--- src/logic/mcu_bus_pkg.sv ---
`default_nettype none

package mcu_bus_pkg;

	// Bus widths
	typedef logic [15:0] addr_t;	// Byte address from the master
	typedef logic [15:0] data_t;	// One bus word
	typedef logic [3:0]  reg_idx_t;	// Register index, low address nibble
	typedef logic [11:0] block_t;	// Block number, upper address bits
	typedef logic [7:0]  port_t;	// One pin per bit

	// Block numbers, compared against addr[15:4]
	localparam block_t ID_BASE   = 12'hfe0;	// FE00..FE0F
	localparam block_t PORT_BASE = 12'hfe2;	// FE20..FE2F
	localparam block_t TIM_BASE  = 12'hfe4;	// FE40..FE4F

	// ID block
	localparam reg_idx_t ID_REG_CODE = 4'd0;	// Chip code
	localparam reg_idx_t ID_REG_VERS = 4'd1;	// Version number
	localparam reg_idx_t ID_REG_EDIT = 4'd2;	// Edition, two ASCII chars

	// Port block
	localparam reg_idx_t PORT_REG_OUT = 4'd0;	// Output latch
	localparam reg_idx_t PORT_REG_ENB = 4'd1;	// Direction, 1 drives the pin
	localparam reg_idx_t PORT_REG_IN  = 4'd2;	// Synchronized pin state

	// Timer block
	localparam reg_idx_t TIM_REG_CTRL   = 4'd0;	// Bit 0 runs the counter
	localparam reg_idx_t TIM_REG_PERIOD = 4'd1;	// Wrap value
	localparam reg_idx_t TIM_REG_CMPA   = 4'd2;	// Compare A, PWM A threshold
	localparam reg_idx_t TIM_REG_CMPB   = 4'd3;	// Compare B, PWM B threshold
	localparam reg_idx_t TIM_REG_COUNT  = 4'd4;	// Live count, loadable
	localparam reg_idx_t TIM_REG_STAT   = 4'd5;	// Sticky flags, write 1 to clear

endpackage

`default_nettype wire

--- src/logic/bus_fabric.sv ---
`timescale 1ns/1ps
`default_nettype none

module bus_fabric (
	input  mcu_bus_pkg::addr_t bus_addr_i,	// From the external master
	input  mcu_bus_pkg::data_t id_rdata_i,	// Registered, zero when idle
	input  mcu_bus_pkg::data_t port_rdata_i,	// Registered, zero when idle
	input  mcu_bus_pkg::data_t tim_rdata_i,	// Registered, zero when idle
	output logic               id_cs_o,	// ID block addressed
	output logic               port_cs_o,	// Port block addressed
	output logic               tim_cs_o,	// Timer block addressed
	output mcu_bus_pkg::data_t bus_rdata_o	// Combined read data
);
	import mcu_bus_pkg::*;

	block_t blk;	// Upper 12 bits select the block
	logic [2:0] cs_vec;	// Selects gathered for checking
	logic [2:0] busy_vec;	// Which peripherals drive nonzero data

	assign blk = bus_addr_i[15:4];

	// Address only; strobes are qualified inside each block
	assign id_cs_o   = (blk == ID_BASE);
	assign port_cs_o = (blk == PORT_BASE);
	assign tim_cs_o  = (blk == TIM_BASE);

	// Idle blocks return zero, so a plain OR merges them
	assign bus_rdata_o = id_rdata_i | port_rdata_i | tim_rdata_i;

	assign cs_vec   = {id_cs_o, port_cs_o, tim_cs_o};
	assign busy_vec = {|id_rdata_i, |port_rdata_i, |tim_rdata_i};

	// Ignored until the master and the peripheral registers are defined
	always_comb begin
		assert final ($isunknown(cs_vec) || $onehot0(cs_vec))
			else $error("bus_fabric: overlapping block selects");
		// A second nonzero source would corrupt the OR
		assert final ($isunknown(busy_vec) || $onehot0(busy_vec))
			else $error("bus_fabric: more than one block returns read data");
	end

endmodule

`default_nettype wire

--- src/logic/id_register.sv ---
`timescale 1ns/1ps
`default_nettype none

module id_register #(
	parameter mcu_bus_pkg::data_t ID_CODE = 16'h1150,	// Chip code
	parameter mcu_bus_pkg::data_t VERSION = 16'h0148,	// BCD-style version
	parameter mcu_bus_pkg::data_t EDITION = 16'h5343	// Two chars, "SC"
) (
	input  logic                  clk,
	input  logic                  reset_i,
	input  logic                  cs_i,	// Block select from the fabric
	input  logic                  rd_i,	// Read strobe
	input  mcu_bus_pkg::reg_idx_t reg_idx_i,	// Word inside the block
	output mcu_bus_pkg::data_t    rdata_o	// Zero except after a read
);
	import mcu_bus_pkg::*;

	data_t rd_mux;	// Addressed constant

	always_comb begin
		case (reg_idx_i)
			ID_REG_CODE: rd_mux = ID_CODE;
			ID_REG_VERS: rd_mux = VERSION;
			ID_REG_EDIT: rd_mux = EDITION;
			default:     rd_mux = '0;	// Unused indices
		endcase
	end

	// One cycle of latency; no write path at all
	always_ff @(posedge clk) begin
		if (reset_i) begin
			rdata_o <= '0;
		end else begin
			rdata_o <= (cs_i && rd_i) ? rd_mux : '0;	// Drops back to zero
		end
	end

endmodule

`default_nettype wire

--- src/logic/gpio_port.sv ---
`timescale 1ns/1ps
`default_nettype none

module gpio_port #(
	parameter bit INIT_HIZ = 1'b1	// Pins start as inputs
) (
	input  logic                  clk,
	input  logic                  reset_i,
	input  logic                  cs_i,	// Block select from the fabric
	input  logic                  rd_i,	// Read strobe
	input  logic                  wr_i,	// Write strobe
	input  mcu_bus_pkg::reg_idx_t reg_idx_i,	// Register inside the block
	input  mcu_bus_pkg::data_t    wdata_i,	// Only the low byte is stored
	input  mcu_bus_pkg::port_t    port_in_i,	// Asynchronous pin levels
	output mcu_bus_pkg::port_t    port_out_o,	// Output latch
	output mcu_bus_pkg::port_t    port_oe_o,	// Per-pin drive enable
	output mcu_bus_pkg::data_t    rdata_o	// Zero except after a read
);
	import mcu_bus_pkg::*;

	localparam port_t ENB_RESET = INIT_HIZ ? '0 : '1;	// Direction after reset

	port_t out_q;	// OUT register
	port_t enb_q;	// ENB register
	port_t sync1_q;	// First synchronizer stage
	port_t sync2_q;	// IN register
	port_t rd_mux;	// Addressed byte
	logic  wr_sel;
	logic  rd_sel;

	assign wr_sel = cs_i & wr_i;
	assign rd_sel = cs_i & rd_i;

	// Control registers, written from the low data byte
	always_ff @(posedge clk) begin
		if (reset_i) begin
			out_q <= '0;
			enb_q <= ENB_RESET;
		end else if (wr_sel) begin
			case (reg_idx_i)
				PORT_REG_OUT: out_q <= wdata_i[7:0];
				PORT_REG_ENB: enb_q <= wdata_i[7:0];
				default: ;	// IN is read-only
			endcase
		end
	end

	// Two-flop synchronizer on the pins
	always_ff @(posedge clk) begin
		sync1_q <= port_in_i;
		sync2_q <= sync1_q;	// Settled after two edges
	end

	always_comb begin
		case (reg_idx_i)
			PORT_REG_OUT: rd_mux = out_q;
			PORT_REG_ENB: rd_mux = enb_q;
			PORT_REG_IN:  rd_mux = sync2_q;
			default:      rd_mux = '0;
		endcase
	end

	always_ff @(posedge clk) begin
		if (reset_i) begin
			rdata_o <= '0;
		end else begin
			rdata_o <= rd_sel ? {8'h00, rd_mux} : '0;	// Zero-extended
		end
	end

	assign port_out_o = out_q;
	assign port_oe_o  = enb_q;

	// The master never reads and writes in the same cycle
	assert property (@(posedge clk) disable iff (reset_i) !(cs_i && rd_i && wr_i))
		else $error("gpio_port: read and write strobes together");

endmodule

`default_nettype wire

--- src/logic/pwm_timer.sv ---
`timescale 1ns/1ps
`default_nettype none

module pwm_timer (
	input  logic                  clk,
	input  logic                  reset_i,
	input  logic                  cs_i,	// Block select from the fabric
	input  logic                  rd_i,	// Read strobe
	input  logic                  wr_i,	// Write strobe
	input  mcu_bus_pkg::reg_idx_t reg_idx_i,	// Register inside the block
	input  mcu_bus_pkg::data_t    wdata_i,	// Write data
	output logic                  pwm_a_o,	// High while count < CMPA
	output logic                  pwm_b_o,	// High while count < CMPB
	output mcu_bus_pkg::data_t    rdata_o	// Zero except after a read
);
	import mcu_bus_pkg::*;

	logic       run_q;	// CTRL bit 0
	data_t      period_q;	// Counter wraps after this value
	data_t      cmpa_q;
	data_t      cmpb_q;
	data_t      count_q;
	logic [2:0] stat_q;	// {cmpb, cmpa, ovf}
	logic [2:0] stat_set;	// Events this cycle
	logic [2:0] stat_clr;	// Write-1-to-clear mask
	data_t      rd_mux;
	logic       wr_sel;
	logic       rd_sel;
	logic       wrap;	// Last count of the period

	assign wr_sel = cs_i & wr_i;
	assign rd_sel = cs_i & rd_i;
	assign wrap   = run_q & (count_q == period_q);

	// Configuration registers
	always_ff @(posedge clk) begin
		if (reset_i) begin
			run_q    <= 1'b0;
			period_q <= 16'hffff;	// Full 16-bit range
			cmpa_q   <= '0;
			cmpb_q   <= '0;
		end else if (wr_sel) begin
			case (reg_idx_i)
				TIM_REG_CTRL:   run_q    <= wdata_i[0];
				TIM_REG_PERIOD: period_q <= wdata_i;
				TIM_REG_CMPA:   cmpa_q   <= wdata_i;
				TIM_REG_CMPB:   cmpb_q   <= wdata_i;
				default: ;	// COUNT and STAT handled below
			endcase
		end
	end

	// Counter; a bus load beats counting
	always_ff @(posedge clk) begin
		if (reset_i) begin
			count_q <= '0;
		end else if (wr_sel && (reg_idx_i == TIM_REG_COUNT)) begin
			count_q <= wdata_i;
		end else if (wrap) begin
			count_q <= '0;
		end else if (run_q) begin
			count_q <= count_q + 16'd1;
		end
	end

	// Flags only set while running
	assign stat_set = {
		run_q & (count_q == cmpb_q),
		run_q & (count_q == cmpa_q),
		wrap
	};
	assign stat_clr = (wr_sel && (reg_idx_i == TIM_REG_STAT)) ? wdata_i[2:0] : 3'b000;

	always_ff @(posedge clk) begin
		if (reset_i) begin
			stat_q <= '0;
		end else begin
			stat_q <= (stat_q | stat_set) & ~stat_clr;	// Clear wins
		end
	end

	always_comb begin
		case (reg_idx_i)
			TIM_REG_CTRL:   rd_mux = {15'h0000, run_q};
			TIM_REG_PERIOD: rd_mux = period_q;
			TIM_REG_CMPA:   rd_mux = cmpa_q;
			TIM_REG_CMPB:   rd_mux = cmpb_q;
			TIM_REG_COUNT:  rd_mux = count_q;
			TIM_REG_STAT:   rd_mux = {13'h0000, stat_q};
			default:        rd_mux = '0;
		endcase
	end

	always_ff @(posedge clk) begin
		if (reset_i) begin
			rdata_o <= '0;
		end else begin
			rdata_o <= rd_sel ? rd_mux : '0;
		end
	end

	// Duty cycle is the compare value in clocks
	assign pwm_a_o = run_q & (count_q < cmpa_q);
	assign pwm_b_o = run_q & (count_q < cmpb_q);

	// A stopped timer keeps its output quiet
	assert property (@(posedge clk) disable iff (reset_i) !run_q |-> !pwm_a_o)
		else $error("pwm_timer: pwm_a_o high while stopped");

endmodule

`default_nettype wire

--- src/logic/periph_subsystem.sv ---
`timescale 1ns/1ps
`default_nettype none

module periph_subsystem #(
	parameter bit                 INIT_HIZ = 1'b1,	// Port pins start as inputs
	parameter mcu_bus_pkg::data_t ID_CODE  = 16'h1150,	// Chip code
	parameter mcu_bus_pkg::data_t VERSION  = 16'h0148,	// Version number
	parameter mcu_bus_pkg::data_t EDITION  = 16'h5343	// "SC"
) (
	input  logic               clk,
	input  logic               reset_i,
	input  logic               bus_rd_i,	// One-cycle read strobe
	input  logic               bus_wr_i,	// One-cycle write strobe
	input  mcu_bus_pkg::addr_t bus_addr_i,
	input  mcu_bus_pkg::data_t bus_wdata_i,
	input  mcu_bus_pkg::port_t port_in_i,	// Pin levels
	output mcu_bus_pkg::data_t bus_rdata_o,	// Valid the cycle after a read
	output mcu_bus_pkg::port_t port_out_o,
	output mcu_bus_pkg::port_t port_oe_o,
	output logic               pwm_a_o,
	output logic               pwm_b_o
);
	import mcu_bus_pkg::*;

	logic     id_cs;
	logic     port_cs;
	logic     tim_cs;
	data_t    id_rdata;
	data_t    port_rdata;
	data_t    tim_rdata;
	reg_idx_t reg_idx;	// Shared by every block

	assign reg_idx = bus_addr_i[3:0];

	bus_fabric bus_fabric_i (
		.bus_addr_i   (bus_addr_i),
		.id_rdata_i   (id_rdata),
		.port_rdata_i (port_rdata),
		.tim_rdata_i  (tim_rdata),
		.id_cs_o      (id_cs),
		.port_cs_o    (port_cs),
		.tim_cs_o     (tim_cs),
		.bus_rdata_o  (bus_rdata_o)
	);

	id_register #(
		.ID_CODE (ID_CODE),
		.VERSION (VERSION),
		.EDITION (EDITION)
	) id_register_i (
		.clk       (clk),
		.reset_i   (reset_i),
		.cs_i      (id_cs),
		.rd_i      (bus_rd_i),	// Writes never reach it
		.reg_idx_i (reg_idx),
		.rdata_o   (id_rdata)
	);

	gpio_port #(
		.INIT_HIZ (INIT_HIZ)
	) gpio_port_i (
		.clk        (clk),
		.reset_i    (reset_i),
		.cs_i       (port_cs),
		.rd_i       (bus_rd_i),
		.wr_i       (bus_wr_i),
		.reg_idx_i  (reg_idx),
		.wdata_i    (bus_wdata_i),
		.port_in_i  (port_in_i),
		.port_out_o (port_out_o),
		.port_oe_o  (port_oe_o),
		.rdata_o    (port_rdata)
	);

	pwm_timer pwm_timer_i (
		.clk       (clk),
		.reset_i   (reset_i),
		.cs_i      (tim_cs),
		.rd_i      (bus_rd_i),
		.wr_i      (bus_wr_i),
		.reg_idx_i (reg_idx),
		.wdata_i   (bus_wdata_i),
		.pwm_a_o   (pwm_a_o),
		.pwm_b_o   (pwm_b_o),
		.rdata_o   (tim_rdata)
	);

endmodule

`default_nettype wire

--- config.mk ---
export PLATFORM = sky130hd
export DESIGN_NAME = periph_subsystem
export DESIGN_NICKNAME = d
export VERILOG_FILES = /design/src/logic/mcu_bus_pkg.sv /design/src/logic/bus_fabric.sv /design/src/logic/id_register.sv /design/src/logic/gpio_port.sv /design/src/logic/pwm_timer.sv /design/src/logic/periph_subsystem.sv
export SDC_FILE = /design/constraint.sdc
export NUM_CORES = 1
export LEC_CHECK = 0
export BUFFER_PORTS_ARGS = -buffer_cell sky130_fd_sc_hd__buf_2
export CORE_UTILIZATION = 60
export CTS_BUF_LIST = sky130_fd_sc_hd__clkbuf_8
export DETAILED_ROUTE_END_ITERATION = 10
export PLACE_DENSITY_LB_ADDON = 0.2
export SYNTH_ARGS = -nofsm -noshare
export SYNTH_HDL_FRONTEND = slang
export SYNTH_SLANG_ARGS = --single-unit
--- constraint.sdc ---
create_clock -name clk -period 2.3 [get_ports clk]
set_input_delay 0.23 -clock clk [delete_from_list [all_inputs] [get_ports clk]]
set_output_delay 0.23 -clock clk [all_outputs]
set_load 0.01 [all_outputs]
* Yosys cells after proc, flatten, opt, wreduce, memory -nomap -nowiden
Index checks and enable logic that the tools add are counted. Widths: inputs -> output; s select.
Operators by class: reductions and logical operators 14, order comparisons 2, bitwise logic cells 17, add/subtract/negate cells 1, multiplexer cells 7, eq/ne operators 11
Operators with widths (count):
- $pmux 16 s6 | 1
- $eq 16x16->1 | 3
- $mux 16 | 3
- $pmux 15 s3 | 1
- $eq 12x12->1 const B | 3
- $lt 16x16->1 | 2
- $or 16x16->16 | 2
- $pmux 8 s3 | 1
- $add 16x1->16 const B | 1
- $reduce_and 2->1 | 6
- $and 1x1->1 | 9
- $eq 4x2->1 const B | 2
- $eq 4x3->1 const B | 2
- $reduce_or 2->1 | 3
- $eq 4x1->1 const B | 1
- $logic_not 4->1 | 1
- $and 3x3->3 | 1
- $logic_and 1x1->1 | 3
- $mux 3 | 1
- $not 1->1 | 3
- $not 3->3 | 1
- $or 3x3->3 | 1
- $reduce_bool 3->1 | 1
Word-level totals: output and inout port bits 34, register bits 148, word-level logic and storage cells 66, input bits 44

* Logic depth before layout (Yosys ltp)
depth after elaboration 6, gate-level depth with buffers 8, mapped depth without buffers 8

* By module
Synthesis repeated with hierarchy kept, for this count alone.
Second synthesis, totals: cells, all modules 687, area total of the unflattened synthesis 6478.7 um^2
By module, submodules not included:
- pwm_timer | area an instance 4620.7 um^2, cells an instance 515, times used 1
- gpio_port | area an instance 1455.1 um^2, cells an instance 123, times used 1
- id_register | area an instance 245.2 um^2, cells an instance 25, times used 1
- bus_fabric | area an instance 157.7 um^2, cells an instance 24, times used 1

* Least setup slack after synthesis
OpenSTA, ideal clock, no wires.
kind register -> output, from register pwm_timer_i.count_q[1], to output port pwm_a_o, path buffers 0, arrival 1710 ps, stages on the path, launching flop included 8, required time 2070 ps, slack 360 ps, cells stage by stage dfxtp_1 ha_1 nor2b_1 o21a_1 o21a_1 o21ai_0 nand4b_1 a211oi_1
On the way: longest elaborated chain between the ends 2
Ends and longest elaborated chain:
- from (decl) | line pwm_timer.sv:22 | data_t count_q;
- from (signal assigned) | line pwm_timer.sv:58 | count_q <= wdata_i;
- from (signal assigned) | line pwm_timer.sv:62 | count_q <= count_q + 16'd1;
- $lt 16x16->1 | line pwm_timer.sv:103 | assign pwm_a_o = run_q & (count_q < cmpa_q);
- $and 1x1->1 | line pwm_timer.sv:103
- to (decl) | line periph_subsystem.sv:20 | output logic pwm_a_o,
No other way between the ends.

* Worst setup path after layout
from register pwm_timer_i.cmpb_q[1], to output port pwm_b_o
On the way: longest elaborated chain between the ends 2
Ends and longest elaborated chain:
- from (decl) | line pwm_timer.sv:21 | data_t cmpb_q;
- from (signal assigned) | line pwm_timer.sv:47 | TIM_REG_CMPB: cmpb_q <= wdata_i;
- $lt 16x16->1 | line pwm_timer.sv:104 | assign pwm_b_o = run_q & (count_q < cmpb_q);
- $and 1x1->1 | line pwm_timer.sv:104
- to (decl) | line periph_subsystem.sv:21 | output logic pwm_b_o
No other way between the ends.

==> results_dict.tcl <==
set metrics [dict create \
    grt_use_total_pct 36.20 \
    insertion_delay_ps 460 \
    grt_first_pass_wirelength_mm 27.82 \
    drt_iter0_drc 567 \
    violations "negative setup slack" \
    clkSinkCount 129 \
    cp-end-kind "output port" \
    fillers 795 \
    worstPathCellList "inv_2 > ha_4 > nor2b_1 > o21a_1 > o21a_1 > o21ai_2 > nand4b_1 > nor3_2 > buf_2" \
    antenna_cells 0 \
    syn-cell-area_um2 6043 \
    vias_per_cell 5.977 \
    tightest_slew_ps 896.6 \
    first_pass_iters 7 \
    htree_levels 4 \
    finalSetupViolCount 2 \
    route.detailed.drc 0 \
    io_buffers 77 \
    wirelength_mm 17.95 \
    min_period_over_period_pct 106.6 \
    hold_end "pwm_timer_i.cmpb_q[14]" \
    critPathRequiredTime_ps 2070 \
    crit_fanout 2 \
    numCtsBuffers 17 \
    die_h_um 102.4 \
    finalCriticalPeriod_ps 2452 \
    cp_num_cells 9 \
    crit_arrival_ps 2220 \
    hold_class "primary input to flop" \
    finClkSkew_ps 12.60 \
    cts_tree "yes" \
    die_w_um 102.4 \
    ys_seq_area_share_pct 42.73 \
    fin_ws_ps -152.1 \
    rrSetupSlack_ps 270 \
    core_um2 9774 \
    slew_headroom_pct 40.23 \
    synthCells 704 \
    cts-root-buf "clkbuf_8" \
    hold_depth 3 \
    ys_warn_count 0 \
    antenna_found_initial 1 \
    syn-num-nets 781 \
    synth_edf_count 0 \
    synthDistinctLibCells 44 \
    cap_violations 0 \
    cp_common_cell "o21a_1" \
    hold_violations 0 \
    synth-seq-cells 129 \
    drive_gt1_share_pct 22.68 \
    crit_type "flop to output port" \
    power_density_nw_per_um2 595.9 \
    yosysTopAreaCellShare_pct 42.73 \
    dpl_cell_area_um2 6630 \
    ys.flop_type "dfxtp_1" \
    irDropWorstVdd_mv 0.7190 \
    slowest_stage "dfxtp_2" \
    io_pins 78 \
    crit_buf_inv 2 \
    drv_slew 0 \
    layout_common_cells "nand2_1 (129), dfxtp_1 (114), buf_2 (77), a21oi_1 (68), nor2_1 (36)" \
    area_growth_pct 19.03 \
    grt_pass1_vias 5440 \
    fin_area_um2 7193 \
    p_leak_nw 3.067 \
    run_status "finished, violations left" \
    r2r_cells 7 \
    grt_max_degree 85 \
    die-area_um2 10480 \
    avgSynthCellArea_um2 8.584 \
    reg2reg_to "pwm_timer_i.count_q[14]" \
    grt_setup_unrepaired "true" \
    hold_start "bus_wdata_i[14]" \
    reg2reg_from "pwm_timer_i.count_q[1]" \
    antenna_left 0 \
    clockBufferDepth 2 \
    fin_nets 872 \
    max_freq_ghz 0.4078 \
    clk_pin_slew_ps 70 \
    async_flop_share_pct 0 \
    synthTopCellsByArea "dfxtp_1 (43%), nand2_1 (8.0%), ha_1 (6.8%)" \
    yosys.area.top_type "dfxtp_1" \
    gp_congestion 0.9760 \
    initial_core_util_pct 61.83 \
    final_cells 940 \
    final_common_cell "nand2_1" \
    placedCellCount 899 \
    cp_top_family "compound AO/OA/AOI/OAI gates" \
    hpwl_mm 12.29 \
    grt_overflow_total 0 \
    wl_per_cell_um 19.09 \
    cpPeakStageDelay_ps 360 \
    fp-row-count 36 \
    vias 5618 \
    start_kind "flop" \
]
## metrics by stage
step,power (mW),hold slack (ps),worst slack [ps],util (%),setup TNS [ps]
2_1_floorplan,2.361,257.7,359.6,-,0
3_3_place_gp,2.442,310.0,175.6,67.83,0
3_5_place_dp,2.447,313.2,158.9,67.83,0
4_1_cts,4.288,6.821,-148.7,73.25,-275.3
5_1_grt,4.406,37.38,-217.2,73.59,-424.1
6_report,4.286,39.55,-152.1,73.59,-284.1
## worst register-to-register path: stages (launching register included)
cell and delay, ps:
dfxtp_2 380, buf_4 160, ha_1 190, nand3_1 180, nor3_1 530, nand4_1 180
xor2_1 170, o22ai_1 90
## where the power goes
part / switching (mW) / leakage (nW) / internal (mW)
logic: 0.0988 / 1.82 / 0.0620
registers: 0.00403 / 1.05 / 2.24
clock network: 0.927 / 0.193 / 0.950
total: 1.03 / 3.07 / 3.26
## what timing repair did
action	4_1_cts	5_1_grt
hold buffers	8	0
pin swaps	11	2
endpoints found under the hold margin	8	0
gates cloned	0	0
setup buffers	2	0
endpoints found under the setup margin	2	2
resized for setup	21	13
## state kept, by name, summed over array words and instances, names as in the netlist
name                    count
gpio_port_i.port_oe_o       8
gpio_port_i.port_out_o      8
gpio_port_i.rdata_o         8
gpio_port_i.sync1_q         8
gpio_port_i.sync2_q         8
id_register_i.rdata_o       5
pwm_timer_i.cmpa_q         16
pwm_timer_i.cmpb_q         16
pwm_timer_i.count_q        16
pwm_timer_i.period_q       16
pwm_timer_i.rdata_o        16
pwm_timer_i.run_q           1
pwm_timer_i.stat_q          3
## synthesized netlist by cell type (3+ instances only)
master / n
a22oi_1: 5
nand2_1: 129
ha_1: 33
a21oi_1: 69
mux2i_1: 16
buf_4: 9
dfxtp_1: 129
and3_1: 17
nor2b_1: 11
and2_1: 6
nand3b_1: 16
o22ai_1: 12
a31oi_1: 4
inv_1: 34
buf_2: 14
nand4b_1: 4
a222oi_1: 23
nor3_1: 6
nand2_2: 3
nand2b_1: 3
clkbuf_1: 21
nand4_1: 10
xor2_1: 12
and4_1: 4
nand3_1: 10
o21a_1: 4
or3_1: 8
a211oi_1: 4
or2_2: 7
nor4_1: 4
a21o_1: 8
xnor2_1: 18
nor2_1: 36
o21ai_0: 5
## cells by family (layout without fill, tap and decap cells)
logic type / count (synthesis) / after routing / synth area share (%)
AOI/OAI and AO/OA: 136 / 136 / 14.41
DFF: 129 / 129 / 42.73
xor gates and xnor gates: 30 / 30 / 4.348
muxes: 16 / 16 / 2.650
and+or+nand+nor: 281 / 281 / 23.27
buffers and inverters: 79 / 182 / 5.756
adders and majority gates: 33 / 33 / 6.832
## per-layer routing
metal	GRT usage, %	wire length (um)	vias up	share of wire (%)
li1	-	-	2642	-
met1	47.21	7287	2639	41
met2	55.55	8331	288	46
met3	8.755	1723	47	9.6
met4	19.12	589	2	3.3
met5	0	13	-	0.072
## layout make-up
cell class,count,area (um^2),area share [%]
tap,133,166.4,2.313
clock buffer,17,234.0,3.253
inverter,34,127.6,1.774
timing repair buffer,117,730.7,10.16
sequential,129,2606,36.23
clock inverter,14,142.6,1.983
multi-input combinational,496,3186,44.29
## worst max-delay path by stage
stage,startpoint,endpoint
after floorplan,pwm_timer_i.count_q[1],pwm_a_o
after global placement,pwm_timer_i.cmpa_q[1],pwm_a_o
after detailed placement,pwm_timer_i.cmpa_q[1],pwm_a_o
after CTS,pwm_timer_i.cmpb_q[1],pwm_b_o
after global routing,pwm_timer_i.cmpa_q[1],pwm_a_o
final,pwm_timer_i.cmpb_q[1],pwm_b_o
Note: power is estimated with default switching activity, not from simulation.
